==> src/cpu_pkg.sv <==
//########################################
// cpu shared definitions
//########################################
package cpu_pkg;

  typedef logic signed [15:0] word_t;    // register and memory data
  typedef logic [15:0]        addr_t;    // byte address
  typedef logic [3:0]         reg_idx_t;

  typedef enum logic [2:0] {
    op_arith   = 3'b000, // add / sub by func
    op_mul_slt = 3'b001, // slt / mul by func
    op_load    = 3'b010,
    op_store   = 3'b011,
    op_beq     = 3'b100,
    op_jump    = 3'b101
  } opcode_e;

  // opcode | rs | rt | rd | func
  typedef struct packed {
    logic [2:0] opcode;
    reg_idx_t   rs;
    reg_idx_t   rt;
    reg_idx_t   rd;
    logic       func;
  } instr_t;

  typedef enum logic [1:0] {alu_add, alu_sub, alu_mul, alu_slt} alu_op_e;

  typedef enum logic [2:0] {
    st_idle, st_fetch, st_decode, st_exec, st_wb, st_mem
  } core_state_e;

  localparam addr_t pc_reset  = 16'h1000;
  localparam addr_t data_base = 16'h1000; // load/store window
  localparam int    num_regs  = 16;

  // 5-bit signed offset, shares bits with rd/func
  function automatic logic signed [4:0] imm_of(instr_t i);
    return i[4:0];
  endfunction

  function automatic logic [12:0] jump_of(instr_t i);
    return i[12:0];
  endfunction

endpackage

==> src/mem_bus_if.sv <==
//########################################
// memory request bus
//########################################
`timescale 1ns/1ps

interface mem_bus_if;
  import cpu_pkg::*;

  logic  req;
  logic  we;
  addr_t addr;
  word_t wdata;
  word_t rdata; // valid with ack
  logic  ack;   // one-cycle pulse

  modport client (output req, we, addr, wdata, input rdata, ack);
  modport arbiter (input req, we, addr, wdata, output rdata, ack);

endinterface

==> src/alu.sv <==
//########################################
// arithmetic unit
//########################################
`timescale 1ns/1ps

module alu (
  input  cpu_pkg::word_t   a,
  input  cpu_pkg::word_t   b,
  input  cpu_pkg::alu_op_e op,
  output cpu_pkg::word_t   result
);
  import cpu_pkg::*;

  always_comb begin
    case (op)
      alu_add: result = a + b;
      alu_sub: result = a - b;
      alu_mul: result = a * b; // keeps low 16 bits
      alu_slt: result = (a < b) ? 16'sd1 : 16'sd0; // signed compare
      default: result = '0;
    endcase
  end

endmodule

==> src/reg_file.sv <==
//########################################
// register file
//########################################
`timescale 1ns/1ps

module reg_file (
  input  logic              clk,
  input  logic              rst_n,
  input  cpu_pkg::reg_idx_t rs_idx,
  input  cpu_pkg::reg_idx_t rt_idx,
  input  logic              rd_capture,
  output cpu_pkg::word_t    rs_data,
  output cpu_pkg::word_t    rt_data,
  input  logic              wr_en,
  input  cpu_pkg::reg_idx_t wr_idx,
  input  cpu_pkg::word_t    wr_data
);
  import cpu_pkg::*;

  word_t regs [num_regs];

  always_ff @(posedge clk or negedge rst_n) begin
    if (!rst_n) begin
      for (int i = 0; i < num_regs; i++) begin
        regs[i] <= '0;
      end
    end else if (wr_en) begin
      regs[wr_idx] <= wr_data;
    end
  end

  // operand latch, held until the next decode
  always_ff @(posedge clk) begin
    if (rd_capture) begin
      rs_data <= regs[rs_idx];
      rt_data <= regs[rt_idx];
    end
  end

endmodule

==> src/fetch_unit.sv <==
//########################################
// instruction fetch
//########################################
`timescale 1ns/1ps

module fetch_unit (
  input  logic            clk,
  input  logic            rst_n,
  input  logic            start,
  input  cpu_pkg::addr_t  pc,
  mem_bus_if.client       bus,
  output cpu_pkg::instr_t instr,
  output logic            done
);

  assign bus.we    = 1'b0; // read only
  assign bus.wdata = '0;

  always_ff @(posedge clk or negedge rst_n) begin
    if (!rst_n) begin
      bus.req <= 1'b0;
      done    <= 1'b0;
    end else begin
      done <= bus.req && bus.ack;
      if (start) bus.req <= 1'b1;
      else if (bus.ack) bus.req <= 1'b0;
    end
  end

  always_ff @(posedge clk) begin
    if (start) bus.addr <= pc;
    if (bus.req && bus.ack) instr <= bus.rdata; // valid together with done
  end

  // an open request keeps its address
  assert property (@(posedge clk) disable iff (!rst_n)
    bus.req && !bus.ack |=> bus.req && $stable(bus.addr));

endmodule

==> src/load_store_unit.sv <==
//########################################
// load / store access
//########################################
`timescale 1ns/1ps

module load_store_unit (
  input  logic           clk,
  input  logic           rst_n,
  input  logic           start,
  input  logic           write,
  input  cpu_pkg::addr_t addr,
  input  cpu_pkg::word_t wdata,
  mem_bus_if.client      bus,
  output cpu_pkg::word_t load_data,
  output logic           done
);

  logic acked;

  assign acked = bus.req && bus.ack;

  // request control
  always_ff @(posedge clk or negedge rst_n) begin
    if (!rst_n) begin
      bus.req <= 1'b0;
      bus.we  <= 1'b0;
      done    <= 1'b0;
    end else begin
      done <= acked;
      if (start) begin
        bus.req <= 1'b1;
        bus.we  <= write;
      end else if (bus.ack) begin
        bus.req <= 1'b0;
        bus.we  <= 1'b0;
      end
    end
  end

  // address and store data frozen at start
  always_ff @(posedge clk) begin
    if (start) begin
      bus.addr  <= addr;
      bus.wdata <= wdata;
    end
    if (acked && !bus.we) begin
      load_data <= bus.rdata;
    end
  end

endmodule

==> src/mem_arbiter.sv <==
//########################################
// memory port arbiter
//########################################
`timescale 1ns/1ps

module mem_arbiter (
  input  logic           clk,
  input  logic           rst_n,
  mem_bus_if.arbiter     fetch_bus,
  mem_bus_if.arbiter     lsu_bus,
  output logic           mem_req,
  output logic           mem_we,
  output cpu_pkg::addr_t mem_addr,
  output cpu_pkg::word_t mem_wdata,
  input  cpu_pkg::word_t mem_rdata,
  input  logic           mem_ack
);

  logic locked;    // transaction in flight
  logic grant_lsu;
  logic sel_lsu;

  assign sel_lsu = locked ? grant_lsu : lsu_bus.req; // lsu wins a tie

  //########################################
  // routing
  //########################################
  assign mem_req   = sel_lsu ? lsu_bus.req   : fetch_bus.req;
  assign mem_we    = sel_lsu ? lsu_bus.we    : fetch_bus.we;
  assign mem_addr  = sel_lsu ? lsu_bus.addr  : fetch_bus.addr;
  assign mem_wdata = sel_lsu ? lsu_bus.wdata : fetch_bus.wdata;

  assign lsu_bus.ack     = sel_lsu && mem_ack;
  assign fetch_bus.ack   = !sel_lsu && mem_ack;
  assign lsu_bus.rdata   = sel_lsu ? mem_rdata : '0;
  assign fetch_bus.rdata = sel_lsu ? '0 : mem_rdata;

  always_ff @(posedge clk or negedge rst_n) begin
    if (!rst_n) begin
      locked    <= 1'b0;
      grant_lsu <= 1'b0;
    end else if (mem_ack) begin
      locked <= 1'b0; // released on the acknowledge
    end else if (mem_req && !locked) begin
      locked    <= 1'b1;
      grant_lsu <= sel_lsu;
    end
  end

  // ack lands only on the client holding the request
  assert property (@(posedge clk) disable iff (!rst_n)
    mem_ack |-> (lsu_bus.ack && lsu_bus.req) || (fetch_bus.ack && fetch_bus.req));

endmodule

==> src/core_ctrl.sv <==
//########################################
// core control FSM
//########################################
`timescale 1ns/1ps

module core_ctrl (
  input  logic              clk,
  input  logic              rst_n,
  input  cpu_pkg::instr_t   instr,
  input  logic              fetch_done,
  input  logic              mem_done,
  input  cpu_pkg::word_t    rs_data,
  input  cpu_pkg::word_t    rt_data,
  input  cpu_pkg::word_t    alu_result,
  input  cpu_pkg::word_t    load_data,
  output cpu_pkg::addr_t    pc,
  output logic              fetch_start,
  output logic              rd_capture,
  output logic              mem_start,
  output logic              mem_write,
  output cpu_pkg::addr_t    mem_addr,
  output cpu_pkg::alu_op_e  alu_op,
  output cpu_pkg::word_t    alu_b,
  output logic              wr_en,
  output cpu_pkg::reg_idx_t wr_idx,
  output cpu_pkg::word_t    wr_data,
  output logic              io_stall
);
  import cpu_pkg::*;

  core_state_e       state;
  core_state_e       state_next;
  logic signed [4:0] imm;
  word_t             imm_ext;
  addr_t             pc_plus2;
  addr_t             pc_next;
  logic              is_mem;
  logic              entering_fetch;

  assign imm            = imm_of(instr);
  assign imm_ext        = {{11{imm[4]}}, imm};
  assign pc_plus2       = pc + 16'd2;
  assign is_mem         = (instr.opcode == op_load) || (instr.opcode == op_store);
  assign entering_fetch = (state_next == st_fetch) && (state != st_fetch);

  //########################################
  // decode
  //########################################
  always_comb begin
    alu_op = alu_add;
    alu_b  = rt_data;
    case (instr.opcode)
      op_arith: begin
        if (instr.func) alu_op = alu_sub;
      end
      op_mul_slt: begin
        if (instr.func) alu_op = alu_mul;
        else alu_op = alu_slt;
      end
      op_load, op_store: alu_b = imm_ext; // rs + offset
      default: ;
    endcase
  end

  always_comb begin
    pc_next = pc_plus2;
    if (instr.opcode == op_beq && rs_data == rt_data) begin
      pc_next = pc_plus2 + {imm_ext[14:0], 1'b0};
    end else if (instr.opcode == op_jump) begin
      pc_next = {3'b000, jump_of(instr)};
    end
  end

  always_comb begin
    state_next = state;
    case (state)
      st_idle:   state_next = st_fetch;
      st_fetch:  if (fetch_done) state_next = st_decode;
      st_decode: state_next = st_exec;
      st_exec: begin
        if (instr.opcode == op_arith || instr.opcode == op_mul_slt) state_next = st_wb;
        else if (is_mem) state_next = st_mem;
        else state_next = st_fetch; // branch, jump, undefined
      end
      st_wb:     state_next = st_fetch;
      st_mem:    if (mem_done) state_next = st_fetch;
      default:   state_next = st_idle;
    endcase
  end

  always_ff @(posedge clk or negedge rst_n) begin
    if (!rst_n) begin
      state       <= st_idle;
      pc          <= pc_reset;
      fetch_start <= 1'b0;
      io_stall    <= 1'b1;
    end else begin
      state       <= state_next;
      fetch_start <= entering_fetch; // first fetch cycle, pc already updated
      io_stall    <= !(entering_fetch && state != st_idle);
      if (state == st_exec) pc <= pc_next;
    end
  end

  //########################################
  // memory and writeback
  //########################################
  assign rd_capture = (state == st_fetch) && fetch_done;
  assign mem_start  = (state == st_exec) && is_mem;
  assign mem_write  = (instr.opcode == op_store);
  assign mem_addr   = data_base + {alu_result[14:0], 1'b0};

  assign wr_en   = (state == st_wb) || (state == st_mem && mem_done && !mem_write);
  assign wr_idx  = (state == st_wb) ? instr.rd : instr.rt;
  assign wr_data = (state == st_wb) ? alu_result : load_data;

  // instruction word holds still from decode until the next fetch
  assert property (@(posedge clk) disable iff (!rst_n)
    state inside {st_decode, st_exec, st_wb, st_mem} |=> $stable(instr));

endmodule

==> src/cpu_top.sv <==
//########################################
// cpu top level
//########################################
`timescale 1ns/1ps

module cpu_top (
  input  logic           clk,
  input  logic           rst_n,
  output logic           io_stall,
  output logic           mem_req,
  output logic           mem_we,
  output cpu_pkg::addr_t mem_addr,
  output cpu_pkg::word_t mem_wdata,
  input  cpu_pkg::word_t mem_rdata,
  input  logic           mem_ack
);
  import cpu_pkg::*;

  addr_t    pc;
  addr_t    ls_addr;
  instr_t   instr;
  logic     fetch_start, fetch_done, rd_capture;
  logic     mem_start, mem_write, mem_done;
  word_t    rs_data, rt_data, load_data;
  alu_op_e  alu_op;
  word_t    alu_b, alu_result;
  logic     wr_en;
  reg_idx_t wr_idx;
  word_t    wr_data;

  mem_bus_if fetch_bus ();
  mem_bus_if lsu_bus ();

  core_ctrl u_core (
    .clk, .rst_n, .instr, .fetch_done, .mem_done,
    .rs_data, .rt_data, .alu_result, .load_data,
    .pc, .fetch_start, .rd_capture, .mem_start, .mem_write,
    .mem_addr(ls_addr), .alu_op, .alu_b,
    .wr_en, .wr_idx, .wr_data, .io_stall
  );

  reg_file u_rf (
    .clk, .rst_n, .rs_idx(instr.rs), .rt_idx(instr.rt), .rd_capture,
    .rs_data, .rt_data, .wr_en, .wr_idx, .wr_data
  );

  alu u_alu (.a(rs_data), .b(alu_b), .op(alu_op), .result(alu_result));

  fetch_unit u_fetch (
    .clk, .rst_n, .start(fetch_start), .pc, .bus(fetch_bus), .instr, .done(fetch_done)
  );

  load_store_unit u_lsu (
    .clk, .rst_n, .start(mem_start), .write(mem_write), .addr(ls_addr),
    .wdata(rt_data), .bus(lsu_bus), .load_data, .done(mem_done)
  );

  mem_arbiter u_arb (
    .clk, .rst_n, .fetch_bus, .lsu_bus,
    .mem_req, .mem_we, .mem_addr, .mem_wdata, .mem_rdata, .mem_ack
  );

endmodule

==> config.mk <==
export PLATFORM = sky130hd
export DESIGN_NAME = cpu_top
export DESIGN_NICKNAME = d
export VERILOG_FILES = /design/src/cpu_pkg.sv /design/src/mem_bus_if.sv /design/src/alu.sv /design/src/reg_file.sv /design/src/fetch_unit.sv /design/src/load_store_unit.sv /design/src/mem_arbiter.sv /design/src/core_ctrl.sv /design/src/cpu_top.sv
export SDC_FILE = /design/constraint.sdc
export NUM_CORES = 1
export LEC_CHECK = 0
export BUFFER_PORTS_ARGS = -buffer_cell sky130_fd_sc_hd__buf_2
export CORE_MARGIN = 1
export CORE_UTILIZATION = 50
export CTS_BUF_LIST = sky130_fd_sc_hd__clkbuf_2 sky130_fd_sc_hd__clkbuf_4 sky130_fd_sc_hd__clkbuf_8
export DETAILED_ROUTE_END_ITERATION = 12
export GPL_ROUTABILITY_DRIVEN = 1
export GPL_TIMING_DRIVEN = 0
export PLACE_DENSITY = 0.66
export SYNTH_ARGS = -nofsm -noshare
export SYNTH_HDL_FRONTEND = slang
export SYNTH_SLANG_ARGS = --single-unit
==> constraint.sdc <==
create_clock -name clk -period 8.2 [get_ports clk]
set_input_delay 0.82 -clock clk [delete_from_list [all_inputs] [get_ports clk]]
set_output_delay 0.82 -clock clk [all_outputs]
set_load 0.03 [all_outputs]
# Word-level counts from Yosys, hierarchy flattened
# Cells that the tools add are included.
[op_classes]
mux = 36
reduce_logical = 32
n_bitwise = 4
n_addsub = 5
order_cmp = 5
n_eq_ne = 16
multipliers = 1
[ops]
columns = ["cell", "n"]
rows = [
  ["$bwmux 256", 1],
  ["$mux 16", 11],
  ["$bmux 16 s4", 2],
  ["$demux 16 s4", 1],
  ["$pmux 16 s4", 1],
  ["$add 16x16->16", 2],
  ["$add 13x16->16 const A", 1],
  ["$add 16x2->16 const B", 1],
  ["$eq 16x16->1", 1],
  ["$lt 16x16->1", 1],
  ["$mul 16x16->16", 1],
  ["$sub 16x16->16", 1],
  ["$ge 5x5->1 const B", 3],
  ["$not 4->5", 3],
  ["$pmux 3 s5", 1],
  ["$logic_and 1x1->1", 14],
  ["$mux 1", 13],
  ["$eq 3x2->1 const B", 4],
  ["$eq 3x3->1 const B", 4],
  ["$mux 3", 4],
  ["$eq 3x1->1 const B", 3],
  ["$logic_not 3->1", 2],
  ["$reduce_bool 2->1", 3],
  ["$logic_not 1->1", 5],
  ["12 further kinds", 16],
]
[totals]
reg_bits = 396
input_bits = 19
elab_cells = 137
out_inout_bits = 35

# Longest topological paths before layout
[depth]
depth_word = 9
depth_mapped = 29
ltp_nobuf = 27

# Cells and area by module
# From an unflattened synthesis, not the netlist that was laid out.
[unflattened]
cells_unflattened = 2191
hier_area_um2 = 26434.1
[modules_own_cells]
columns = ["module", "cells_per_inst", "area_per_inst_um2", "n_inst", "seq_area_each_um2"]
rows = [
  ["reg_file", 880, 14271.2, 1, 7367.1],
  ["alu", 745, 5811.8, 1, 0.0],
  ["core_ctrl", 368, 2845.2, 1, 528.0],
  ["load_store_unit", 57, 1562.7, 1, 1516.5],
  ["fetch_unit", 55, 1161.1, 1, 1011.0],
  ["mem_arbiter", 86, 782.0, 1, 50.0],
]

# Worst setup path before layout
# No wires, ideal clock.
[synth_path]
kind = "reg2reg"
start = "register u_fetch.instr[15] (netlist name)"
end = "register u_rf.regs[238] (netlist name)"
arrival_time_ps = 6478
t_required_ps = 8075
setup_slack_ps = 1598
n_path_buf = 3
path_stages_with_launch = 24
path_cell_list = "edfxtp_1 > nand2b_4 > buf_6 > mux2_4 > clkbuf_1 > nand2_1 > fa_1 > fa_1 > inv_1 > fa_1 > inv_1 > fa_1 > fa_1 > fa_1 > inv_1 > ha_1 > o211ai_1 > o31a_1 > o21ai_0 > o221ai_1 > a211oi_1 > a21oi_1 > clkbuf_2 > mux2_2"
[synth_via]
elab_chain_len = 7
word_cells_on_any_way = 20
classes_between = "add/sub (2); mul (1); eq/ne (6); mux (5); reduce/logical (6)"
[synth_lines]
columns = ["item", "line_no", "rtl"]
rows = [
  ["$eq 3x2->1, on equally long branches", "core_ctrl.sv:52, core_ctrl.sv:110", ""],
  ["$reduce_or 2->1", "core_ctrl.sv:52", "case (instr.opcode)"],
  ["$mux 16", "core_ctrl.sv:52", ""],
  ["$mul 16x16->16, or another cell as far along", "alu.sv:18", "alu_mul: result = a * b;"],
  ["$pmux 16 s4", "alu.sv:15", "case (op)"],
  ["$mux 16", "core_ctrl.sv:115", "assign wr_data = (state == st_wb) ? alu_result : load_data;"],
  ["$bwmux 256", "reg_file.sv:28", "regs[wr_idx] <= wr_data;"],
  ["end signal: indexed assignment", "reg_file.sv:28", ""],
  ["end: declaration", "reg_file.sv:20", "word_t regs [num_regs];"],
]
# Parallel ways exist; a longest one is shown, timed or not.
# A chain may end at the register's enable or synchronous reset.

# Worst setup path in the final report
[layout_path]
start = "register u_fetch.instr[15] (netlist name)"
end = "register u_rf.regs[190] (netlist name)"
[layout_via]
elab_chain_len = 7
word_cells_on_any_way = 20
classes_between = "add/sub (2); mul (1); eq/ne (6); mux (5); reduce/logical (6)"
[layout_lines]
columns = ["item", "line_no"]
rows = [
  ["$eq 3x2->1, on equally long branches", "core_ctrl.sv:52, core_ctrl.sv:110"],
  ["$reduce_or 2->1", "core_ctrl.sv:52"],
  ["$mux 16", "core_ctrl.sv:52"],
  ["$mul 16x16->16, or another cell as far along", "alu.sv:18"],
  ["$pmux 16 s4", "alu.sv:15"],
  ["$mux 16", "core_ctrl.sv:115"],
  ["$bwmux 256", "reg_file.sv:28"],
]
# Parallel ways exist; a longest one is shown, timed or not.

==> results.md <==
* Status: finished clean
* Fin util at 56.5%
* Synthesis-stage register bit count at 395
* Post-route ant nets at 0
* Worst path most repeated cell: fa_1
* Chip height at 229 um
* Initial antenna violation count at 2
* Final setup vio count at 0
* Via Count at 19400
* Slew headroom at 5.89%
* Core area at 50600 um^2
* Crit-path max cell delay at 550 ps
* Setup crit end kind: flop
* Main synth FF type: dfrtp_1
* Total Wirelength at 83100 um
* Crit Path Max Fanout at 10
* Most frequent cells after synthesis: dfrtp_1 (282), nand2_1 (276), mux2_2 (171)
* DP HPWL at 59800 um
* Final hold vios at 0
* Drt pass-1 iters at 9
* Nets@finish at 2565
* Placed instance count at 2959
* Asr flop ratio synth at 71.9%
* RSZ-0062 raised after global routing: false
* Total grt overflow at 0
* Die ar. at 52600 um^2
* P_leak at 12.8 nW
* Worst path cell trace: nand2b_4 -> buf_6 -> mux2_4 -> clkbuf_1 -> nand2_1 -> fa_1 -> fa_1 -> inv_1 -> fa_1 -> inv_1 -> fa_1 -> fa_1 -> fa_1 -> inv_1 -> ha_1 -> o211ai_1 -> o31a_1 -> o21ai_1 -> o221ai_1 -> a211oi_2 -> a21oi_1 -> clkbuf_2 -> mux2_2
* RePlAce Congestion at 0.977
* CP top delay family: adder cells
* Avg Cell Area, Syn at 11.6 um^2
* Io pins at 54
* Yosys top cell by area: dfrtp_1
* Minimum clock period at 7840 ps
* Syn Nets at 2434
* Worst Reg-to-Reg Cells at 23
* Number of max-cap violations at 0
* Synthesis warning total at 0
* Initial Util at 51.1%
* Synth unique cells at 73
* Global-route wire length before repair at 124000 um
* Clock Path Buffers at 3
* Clock transition at path regs at 70 ps
* Setup ws final at 362 ps
* Pin count of the biggest net entering global routing at 123
* Fin cells at 3079
* Worst Path Required at 8730 ps
* Share of cells above drive strength 1 at 24.1%
* Number of enable flip-flop cells after synthesis at 111
* Vias in the first global route at 19700
* Max Fclk at 128 MHz
* Clock root buffer: clkbuf_8
* Row Count at 82
* Synth area leaders: dfrtp_1 (27%), mux4_2 (14%), edfxtp_1 (13%)
* Detailed-route wire length per cell at 27.0 um
* Cells after Synth at 2224
* CTS Buf Count at 67
* Synthesized cell area at 25800 um^2
* Crit. path cell count at 23
* Worst Max-Slew Pin Slew at 1410 ps
* Post-synthesis sequential area ratio at 40.4%
* Final Max Slew Viols at 0
* Die width at 229 um
* Crit start category: flop
* Pre-CTS setup slack at -336 ps
* DR vias/cell at 6.30
* DR DRC count at 0
* H-tree Lvls at 3
* Top-area cell type share of the netlist area at 27.3%
* Port buffer count at 53
* WP data arrival at 8370 ps
* Final Skew at 44.4 ps
* Count leader, synth: dfrtp_1
* Maximum vdd drop at 0.000602 V
* Worst hold slack at 159 ps
* Total track usage at 32.2%
* Worst Path Buf+Inv at 6
* Worst skew pair latency at 660 ps
* Final Cycle Share at 95.6%
* Syn-to-layout area delta at 10.7%
* Hold/Removal Path Class: in -> async
* Iter 0 DRT Violations at 2122
* Slowest cell on the critical path: fa_1
* Crit path kind: reg -> reg
* # clock sinks at 395
* P per Cell Area at 458 nW/um^2
* CTS tree: built
## registers in the layout (all words and copies together), names as in the netlist, 3 cells and up
register,flops
u_rf.regs,256
u_core.pc,16
u_fetch.bus.addr,16
u_fetch.instr,16
u_lsu.bus.wdata,16
u_lsu.load_data,16
u_rf.rs_data,16
u_rf.rt_data,16
u_lsu.bus.addr,15
u_core.state,3
## per-stage QoR
stage	area, um^2	total power, W	setup TNS, ps
finish	28600	0.0131	0
global route	28600	0.0140	0
CTS	28600	0.0131	0
detailed placement	27100	0.0111	-4060
global placement	26900	0.0110	-2230
floorplan	25800	0.00846	0
## cells in the final DEF, fill, tap and decap left out, types with 10 or more instances in the layout
master	count
nor2b_1	66
buf_1	10
ha_1	109
o21ai_0	113
nor3_1	19
clkbuf_1	99
and2_1	30
inv_1	166
mux4_2	160
o31ai_1	15
mux2i_1	16
xnor2_1	54
clkbuf_8	86
and3_1	12
fa_1	82
a21oi_1	64
nand3_1	21
clkbuf_4	18
mux2_2	171
o22ai_1	14
nand2b_1	17
a21o_1	26
nand2_1	276
dfrtp_1	282
edfxtp_1	111
nor2_1	96
buf_2	61
xor2_1	27
## cells by family (layout without fill, tap and decap cells)
family | count (synthesis) | count (layout) | synth area share [%]
AO/OA/AOI/OAI | 333 | 333 | 8.21
XOR/XNOR | 83 | 83 | 2.90
adder cells (fa/ha/maj) | 191 | 191 | 11.6
multiplexers | 350 | 350 | 22.2
flip-flops | 395 | 395 | 40.4
AND/OR/NAND/NOR | 575 | 575 | 10.1
buffers and inverters | 297 | 479 | 4.49
other | 0 | 1 | 0
## power by group
| part | switching [W] | leakage, nW | internal (W) |
|---|---|---|---|
| combinational | 0.00506 | 7.05 | 0.00326 |
| sequential | 0.000369 | 4.94 | 0.00252 |
| clock | 0.000839 | 0.767 | 0.00106 |
| total | 0.00627 | 12.8 | 0.00683 |
## path summary, 6_finish.rpt
kind | start | end | slack, ps
worst max-delay path | u_fetch.instr[15]$_SDFFCE_PP0P_ | u_rf.regs[190]$_DFFE_PN0P_ | 360
worst min-delay path | rst_n | u_rf.regs[139]$_DFFE_PN0P_ | 160
worst max register to register | u_fetch.instr[15]$_SDFFCE_PP0P_ | u_rf.regs[190]$_DFFE_PN0P_ | 360
worst min register to register | u_core.pc[0]$_DFFE_PN0P_ | u_fetch.bus.addr[0]$_DFFE_PP_ | 450
max in group asynchronous | rst_n | u_rf.regs[145]$_DFFE_PN0P_ | 7020
min in group clk | mem_ack | u_arb.locked$_DFFE_PN0P_ | 410
## cell type report
cell class	instances	area, um^2
clock buffer	104	1320
antenna	1	2.50
clock inverter	16	123
fill	4260	22000
tap	672	841
buffer	127	527
sequential	395	10400
timing repair buffer	63	452
multi-input combinational	1532	14300
inverter	169	634
## metal layers
layer	part of all wire, %	routed length, um	global-route usage [%]	up-vias
met5	0.016	13	0	-
met4	5.9	4920	18.2	2
met3	9.3	7760	6.76	285
met2	47	38700	50.7	1140
met1	38	31700	41.5	9782
li1	-	-	-	8174
## repair_timing
item	CTS	global route
buffers inserted	0	0
setup endpoints to repair	16	11
resized for setup	1	1
hold buffers	0	0
pin swaps	0	0
Note: power is estimated with default switching activity, not from simulation.
